--- src/design/lke_pkg.sv ---
`default_nettype none

package lke_pkg;

    // ==================================================
    // widths
    // ==================================================
    localparam int phv_len     = 1024;
    localparam int act_len     = 625;
    localparam int act_depth   = 16;
    localparam int act_addr_w  = 4;
    localparam int ctrl_data_w = 256;
    localparam int ctrl_user_w = 128;
    localparam int ctrl_keep_w = 32;
    // last slice of an action entry
    localparam int tail_bits   = 113;

    // ==================================================
    // control header constants
    // ==================================================
    localparam logic [4:0]  stage_id   = 5'd0;
    localparam logic [2:0]  lookup_id  = 3'd2;
    localparam logic [15:0] ctrl_magic = 16'hf2f1;

    typedef logic [phv_len-1:0] phv_t;
    typedef logic [act_len-1:0] act_entry_t;

    // action on a table miss
    localparam act_entry_t default_action = act_entry_t'(8'h3f);

    typedef struct packed {
        logic [ctrl_data_w-1:0] data;
        logic [ctrl_user_w-1:0] user;
        logic [ctrl_keep_w-1:0] keep;
        logic                   last;
        logic                   valid;
    } ctrl_beat_t;

    // header segment, declared msb first
    typedef struct packed {
        logic [119:0] pad_hi;
        logic [7:0]   index;
        logic [3:0]   pad_idx;
        logic [3:0]   resv;
        logic [7:0]   mod_id;
        logic [31:0]  pad_mod;
        logic [15:0]  control_flag;
        logic [63:0]  pad_lo;
    } ctrl_hdr_t;

    typedef union packed {
        logic [ctrl_data_w-1:0] raw;
        ctrl_hdr_t              hdr;
    } ctrl_seg_u;

    typedef struct packed {
        logic                  en;
        logic [act_addr_w-1:0] addr;
        act_entry_t            data;
    } act_wr_t;

endpackage

`default_nettype wire
--- src/design/lke_ctrl_parser.sv ---
`timescale 1ns/1ps
`default_nettype none

module lke_ctrl_parser (
    input  logic                clk,
    input  logic                rst_n,
    input  lke_pkg::ctrl_beat_t c_s,
    output lke_pkg::ctrl_beat_t c_m,
    output lke_pkg::act_wr_t    act_wr
);

    import lke_pkg::*;

    typedef enum logic [2:0] {
        st_idle,
        st_parse,
        st_entry_1,
        st_entry_2,
        st_entry_3,
        st_flush
    } ctrl_state_t;

    ctrl_state_t            state;
    ctrl_beat_t             first_q;
    ctrl_beat_t             beat_d1;
    ctrl_seg_u              seg;
    logic [ctrl_data_w-1:0] swapped;
    logic                   is_write;

    assign seg.raw = c_s.data;

    // ==================================================
    // header decode and byte swap
    // ==================================================
    assign is_write = c_s.valid
                   && (seg.hdr.mod_id[7:3] == stage_id)
                   && (seg.hdr.mod_id[2:0] == lookup_id)
                   && (seg.hdr.control_flag == ctrl_magic)
                   && (seg.hdr.resv != 4'd0);

    // byte 0 lands in the top byte
    always_comb begin
        for (int i = 0; i < ctrl_data_w / 8; i++) begin
            swapped[ctrl_data_w-1-8*i -: 8] = seg.raw[8*i +: 8];
        end
    end

    // one cycle copy of the input for forwarding
    always_ff @(posedge clk or negedge rst_n) begin
        if (!rst_n) begin
            beat_d1 <= '0;
        end else begin
            beat_d1 <= c_s;
        end
    end

    // ==================================================
    // control FSM
    // ==================================================
    always_ff @(posedge clk or negedge rst_n) begin
        if (!rst_n) begin
            state   <= st_idle;
            first_q <= '0;
            c_m     <= '0;
            act_wr  <= '0;
        end else begin
            c_m       <= '0;
            act_wr.en <= 1'b0;
            case (state)
                st_idle: begin
                    if (c_s.valid) begin
                        first_q <= c_s;
                        state   <= st_parse;
                    end
                end
                st_parse: begin
                    if (first_q.last) begin
                        // single segment packet, nothing to decode
                        c_m   <= first_q;
                        state <= st_idle;
                    end else if (is_write) begin
                        act_wr.addr <= seg.hdr.index[act_addr_w-1:0];
                        state       <= st_entry_1;
                    end else if (c_s.valid) begin
                        c_m   <= first_q;
                        state <= st_flush;
                    end
                end
                st_entry_1: begin
                    if (c_s.valid) begin
                        act_wr.data[act_len-1 -: ctrl_data_w] <= swapped;
                        state <= st_entry_2;
                    end
                end
                st_entry_2: begin
                    if (c_s.valid) begin
                        act_wr.data[tail_bits+ctrl_data_w-1 -: ctrl_data_w] <= swapped;
                        state <= st_entry_3;
                    end
                end
                st_entry_3: begin
                    if (c_s.valid) begin
                        act_wr.data[tail_bits-1:0] <= swapped[ctrl_data_w-1 -: tail_bits];
                        act_wr.en <= 1'b1;
                        state     <= st_idle;
                    end
                end
                st_flush: begin
                    c_m <= beat_d1;
                    if (beat_d1.valid && beat_d1.last) begin
                        state <= st_idle;
                    end
                end
                default: state <= st_idle;
            endcase
        end
    end

endmodule

`default_nettype wire

--- config.mk ---
export PLATFORM = sky130hd
export DESIGN_NAME = lke_ctrl_parser
export DESIGN_NICKNAME = d
export VERILOG_FILES = /design/src/design/lke_pkg.sv /design/src/design/lke_ctrl_parser.sv
export SDC_FILE = /design/constraint.sdc
export NUM_CORES = 2
export LEC_CHECK = 0
export BUFFER_PORTS_ARGS = -buffer_cell sky130_fd_sc_hd__buf_4
export CORE_AREA = 2 2 564 566
export DETAILED_ROUTE_END_ITERATION = 6
export DIE_AREA = 0 0 566 568
export GPL_TIMING_DRIVEN = 0
export PLACE_DENSITY_LB_ADDON = 0.1
export SLEW_MARGIN = 20
export SYNTH_ARGS = -nofsm -noshare
export SYNTH_HDL_FRONTEND = slang
export SYNTH_SLANG_ARGS = --single-unit
--- constraint.sdc ---
create_clock -name clk -period 2.1 [get_ports clk]
set_clock_uncertainty 0.1 [all_clocks]
set_input_delay 0 -clock clk [delete_from_list [all_inputs] [get_ports clk]]
set_output_delay 0 -clock clk [all_outputs]
set_load 0.005 [all_outputs]
# After elaboration in Yosys (flattened, before gate mapping)
# Cells that the tools add are included.
[word_totals]
ff_bits = 1887
latchBits = 0
ramBits = 0
mem_bits_ro = 0
in_bits = 420
memories = 0
[op_classes]
n_addsub = 0
multipliers = 0
div_mod_pow = 0
n_lt_le_gt_ge = 0
eq_ne = 13
n_shift = 0
mux = 15
n_bitwise = 1
n_reduce_logical = 14
[ops]
columns = ["operator", "count"]
rows = [
  ["two-way mux 418 bit", 3],
  ["one-hot mux 418 bit (2 select lines)", 1],
  ["two-way mux 3 bit", 8],
  ["one-hot mux 3 bit (6 select lines)", 1],
  ["== test 16 bit (second input constant)", 1],
  ["inequality test 2 bit (second input constant)", 5],
  ["== test 3 x 2 -> 1 bit (second input constant)", 3],
  ["AND reduction 2 bit", 4],
  ["== test 3 bit (second input constant)", 2],
  ["AND reduction 6 bit", 1],
  ["logical AND 1 bit", 5],
  ["zero test 5 bit", 1],
  ["inequality test 4 bit (second input constant)", 1],
  ["nonzero test 4 bit", 1],
  ["== test 3 x 1 -> 1 bit (second input constant)", 1],
  ["zero test 3 bit", 1],
  ["AND reduction 3 bit", 1],
  ["two-way mux 1 bit", 2],
  ["inverter 1 bit", 1],
]

# Longest topological paths before layout
[logic_depth]
depth_word = 8
depth_mapped = 9
depth_no_buf = 4

# Least setup slack after synthesis
# OpenSTA, ideal clock, no wires.
[synth_path]
kind = "reg-to-reg"
from = "register state[0]"
to = "register act_wr[103] (netlist bit)"
setup_ps = 125
t_arrival_ps = 1696
required_ps = 1875
slack_ps = 179
stages_incl_launch_ff = 7
synth_period_minus_slack_ps = 1921
path_cell_list = "dfrtp_1 > buf_2 > nand2b_4 > nor3b_2 > buf_2 > buf_2 > mux2_2"
[synth_via]
elab_chain_len = 2
[synth_rtl]
columns = ["item", "line_no", "source"]
rows = [
  ["from (decl)", "lke_ctrl_parser.sv:23", "ctrl_state_t state;"],
  ["from (signal assigned)", "lke_ctrl_parser.sv:62", "state <= st_idle;"],
  ["from (signal assigned)", "lke_ctrl_parser.sv:73", "state <= st_parse;"],
  ["from (signal assigned)", "lke_ctrl_parser.sv:80", "state <= st_idle;"],
  ["== test 3 bit", "lke_ctrl_parser.sv:69", "case (state)"],
  ["AND reduction 2 bit (no line)", "--", ""],
  ["to (decl)", "lke_ctrl_parser.sv:9", "output lke_pkg::act_wr_t act_wr"],
]
# No other way between the ends.
# A chain may end at the register's enable or synchronous reset.

# Worst setup path after layout
[layout_path]
from = "register state[0]"
to = "register first_q[352] (netlist bit)"
[layout_via]
elab_chain_len = 2
[layout_rtl]
columns = ["item", "line_no", "source"]
rows = [
  ["zero test 3 bit", "lke_ctrl_parser.sv:69", ""],
  ["AND reduction 2 bit (no line)", "--", ""],
  ["to (signal assigned)", "lke_ctrl_parser.sv:72", "first_q <= c_s;"],
  ["to (decl)", "lke_ctrl_parser.sv:24", "ctrl_beat_t first_q;"],
]
# No other way between the ends.

==> impl.org <==
** Run status
- Outcome :: complete, but fails checks
- Failing checks :: hold timing, setup timing

** Logic synthesis
- Summing the areas of all xor and xnor instances in the mapped netlist gives 0% of the synthesized area.
- Synthesized flop and latch total :: 1887
- Area fraction in compound gates after synthesis :: 9.70%
- For this run, the number of Yosys warnings is 0.
- When the netlist entered floorplanning its net count stood at 4944.
- The cell count after synthesis came out at 4524.
- Number of enable flip-flop cells after synthesis :: 0
- Of the synthesized area, sequential elements account for 67.8%.
- Counting flops with an async set or reset pin after synthesis yields a share of 100%.
- Summed instance area of the synthesized netlist :: 69700 µm²
- Distinct cell type count after synthesis :: 36
- Mux cell area share after synthesis :: 16.9%
- Area share of and/or/nand/nor cells after synthesis :: 2.62%
- Adder-Cell Fraction of Synth Area :: 0%
- After synthesis, the mean cell area works out to 15.4 µm².
- Combinational family with the most area after synthesis :: multiplexers
- Among all flip-flop cells after synthesis, the most frequent one is sky130_fd_sc_hd__dfrtp_1.

** Detailed routing
- Amount of wire on met2 after detailed routing :: 159 mm
- Post-route antenna net violation count :: 0
- Drt initial violations :: 2389
- Average detailed-routed wire length per instance :: 27.9 µm
- Detailed routing inserted a total of 48834 vias.
- First-pass iteration count of the detailed router :: 5
- Summed over all nets, wire length on met3 after detailed routing comes to 24.1 mm.
- Routed signal wires occupy layers up through met5.
- Ratio of routed vias to standard cells :: 4.23
- In the routed design, unresolved DRC markers number 0.
- For this block, wires on met1 add up to 131 mm.
- Wire length reported by the detailed router :: 321 mm

** Hold path
- The worst hold path belongs to the class in2async.

** Floorplanning
- Starting density of the core :: 22.0%
- During I/O placement, the number of pins put on the boundary was 1468.
- The die is 566 µm wide.
- The die is 568 µm tall.
- Number of rows created at floorplan :: 207
- Area of the core :: 316000 µm²
- The die covers 321000 µm².

** Global routing
- The number of antenna violations at the first check in global routing is 81.
- The first global-routing pass estimated 440 mm of wire.
- Total congestion overflow :: 0
- All-layer global routing usage :: 19.4%
- Entering global routing, the biggest net connects 126 pins.
- The number of global-route vias before repair was 52395.

** Finish
- Most common cell after layout, fill and taps aside :: sky130_fd_sc_hd__dfrtp_1
- Final Instance Count excl. Fillers :: 11535
- P&R area growth vs syn :: 52.7%
- Fraction of layout instances using a drive strength above 1 :: 50.8%
- In the final design database the tool counted 7564 nets.
- Leaving out fill and tap cells, the most frequent cells in the layout are sky130_fd_sc_hd__dfrtp_1, sky130_fd_sc_hd__buf_4, sky130_fd_sc_hd__mux2_2.

** Clock network
- At the later pin of the worst-skew pair, clock insertion delay measures 880 ps.
- CTS Buf Count :: 225
- H-Tree Depth :: 4
- Clock tree from TritonCTS :: done
- CTS Root Cell :: sky130_fd_sc_hd__clkbuf_16
- Clock tree synthesis found a total of 1887 sinks.
- After clock tree synthesis, the clock-pin slew on the worst setup and hold paths is 60 ps.
- Max Root-Sink Buffers :: 4

** Worst setup path
- Startpoint of the worst register-to-register path :: state[0]
- Required time at the worst-slack endpoint :: 2760 ps
- Endpoint type of the worst setup path :: flop
- Worst path arrival time :: 2800 ps
- STA classifies the critical path startpoint as a flop.
- The critical path is of the reg2reg type.
- Tracing the worst setup path back leads to its startpoint at state[0].
- In this run the worst path has a maximum fanout of 5.

** Flow run
- Reported max-cap violation count :: 0

** Power and ir drop
- Power density over the cells :: 1240 nW/µm²
- Worst vdd rail ir drop :: 0.804 mV
- Leak Pwr :: 48.3 nW

** STA
- Unrepaired setup endpoints after global routing :: yes
- After routing, the total negative slack on setup checks comes to -736 ps.
- Fraction of the cycle the final worst path needs :: 102%
- Number of pins exceeding their max-slew limit in the final report :: 0
- Total setup violations reported at the end of the flow :: 42
- The routed design could run at a clock period as short as 2150 ps.
- Slew @ Worst Pin :: 869 ps
- Final hold slack :: -993 ps
- Minimum setup slack in the final design :: -48.1 ps
- Number of endpoints with negative hold slack in the final report :: 414
- Timing would allow up to 466 MHz.
- Worst slew slack as a fraction of its limit :: 42.1%

** Placed design
- During placement, the flow inserted port buffers numbering 1467.
- Count of placed standard cells including taps :: 10191
- DP HPWL :: 228 mm
- Final weighted congestion in routability-driven placement :: 0.774
## logic make-up after synthesis
group | after synthesis
DFF | 1887
AOI/OAI and AO/OA | 840
muxes | 1046
and+or+nand+nor | 447
buffers and inverters | 304
## worst max-delay path: stages, from the launching register on
cell	delay [ps]
sky130_fd_sc_hd__dfrtp_2	420
sky130_fd_sc_hd__nand2b_4	180
sky130_fd_sc_hd__nor3_4	160
sky130_fd_sc_hd__buf_12	150
sky130_fd_sc_hd__buf_16	130
sky130_fd_sc_hd__buf_8	110
sky130_fd_sc_hd__buf_16	170
sky130_fd_sc_hd__buf_12	140
sky130_fd_sc_hd__buf_16	120
sky130_fd_sc_hd__mux2_2	320
## cell type report
cell class / instances / area [µm²]
Fill cell: 31530 / 210000
Multi-Input combinational cell: 2333 / 21100
Buffer: 295 / 3810
Antenna cell: 32 / 80.1
Tap cell: 4180 / 5230
Timing Repair Buffer: 2402 / 21400
Clock inverter: 54 / 651
Clock buffer: 352 / 6890
Sequential cell: 1887 / 47200
## per-layer routing
layer,track usage (%),up-vias
li1,-,21495
met1,23.6,25509
met2,33.4,1411
met3,6.19,379
met4,4.06,40
met5,0,-
## cell usage after synthesis (all sizes together) (2+ instances only)
| library cell | instances | area share [%] |
|---|---|---|
| a21oi | 3 | 0.022 |
| a22oi | 417 | 4.5 |
| and3 | 2 | 0.018 |
| buf | 204 | 2.5 |
| clkbuf | 100 | 0.54 |
| dfrtp | 1887 | 68 |
| mux2 | 1046 | 17 |
| nand2 | 418 | 2.3 |
| nand2b | 2 | 0.029 |
| nand3 | 2 | 0.014 |
| nand3b | 2 | 0.022 |
| nand4 | 2 | 0.040 |
| nand4b | 2 | 0.025 |
| nor2 | 5 | 0.050 |
| nor3 | 2 | 0.038 |
| nor4b | 3 | 0.047 |
| o21ai | 418 | 5.2 |
| or2 | 2 | 0.018 |
## state kept, by name, summed over array words and instances (netlist names)
register and cells:
act_wr 630, beat_d1 418, c_m 418, first_q 418, state 3
## power breakdown
group	leakage [nW]	switching [mW]	total (mW)	internal, mW
Clock	3.71	16.4	40.1	23.6
Combinational	21.2	19.3	40.3	21.0
Sequential	23.4	5.46	51.4	46.0
Total	48.3	41.2	132	90.6
## path summary, 6_finish.rpt
path	depth (start not counted)	endpoint	slack, ps
max	9	first_q[352]	-50
min	2	act_wr[14]	-990
max reg2reg	9	first_q[352]	-50
min reg2reg	2	c_m[227]	360
max in group asynchronous	7	c_m[117]	290
min in group clk	3	act_wr[221]	10
## through the flow
step,total power [mW],setup slack (ps),area [µm²],hold slack (ps),utilization (%)
6_report,132,-48.1,106000,-993,33.6
5_1_grt,139,-121,106000,-1020,33.6
4_1_cts,133,-142,105000,-1160,33.1
3_5_place_dp,87.4,-1620,86500,-187,27.3
3_3_place_gp,86.8,-24870,85900,18.0,27.2
2_1_floorplan,67.5,179,69700,-396,-
## timing repair
item | 4_1_cts | 5_1_grt
setup endpoints to repair | 1659 | 1375
buffers inserted | 31 | 10
pin swaps | 5 | 3
gates cloned | 11 | 19
hold endpoints to repair | 2272 | 439
hold buffers | 846 | 2
resized for setup | 491 | 317
No activity file was read; power rests on OpenSTA's default activity.
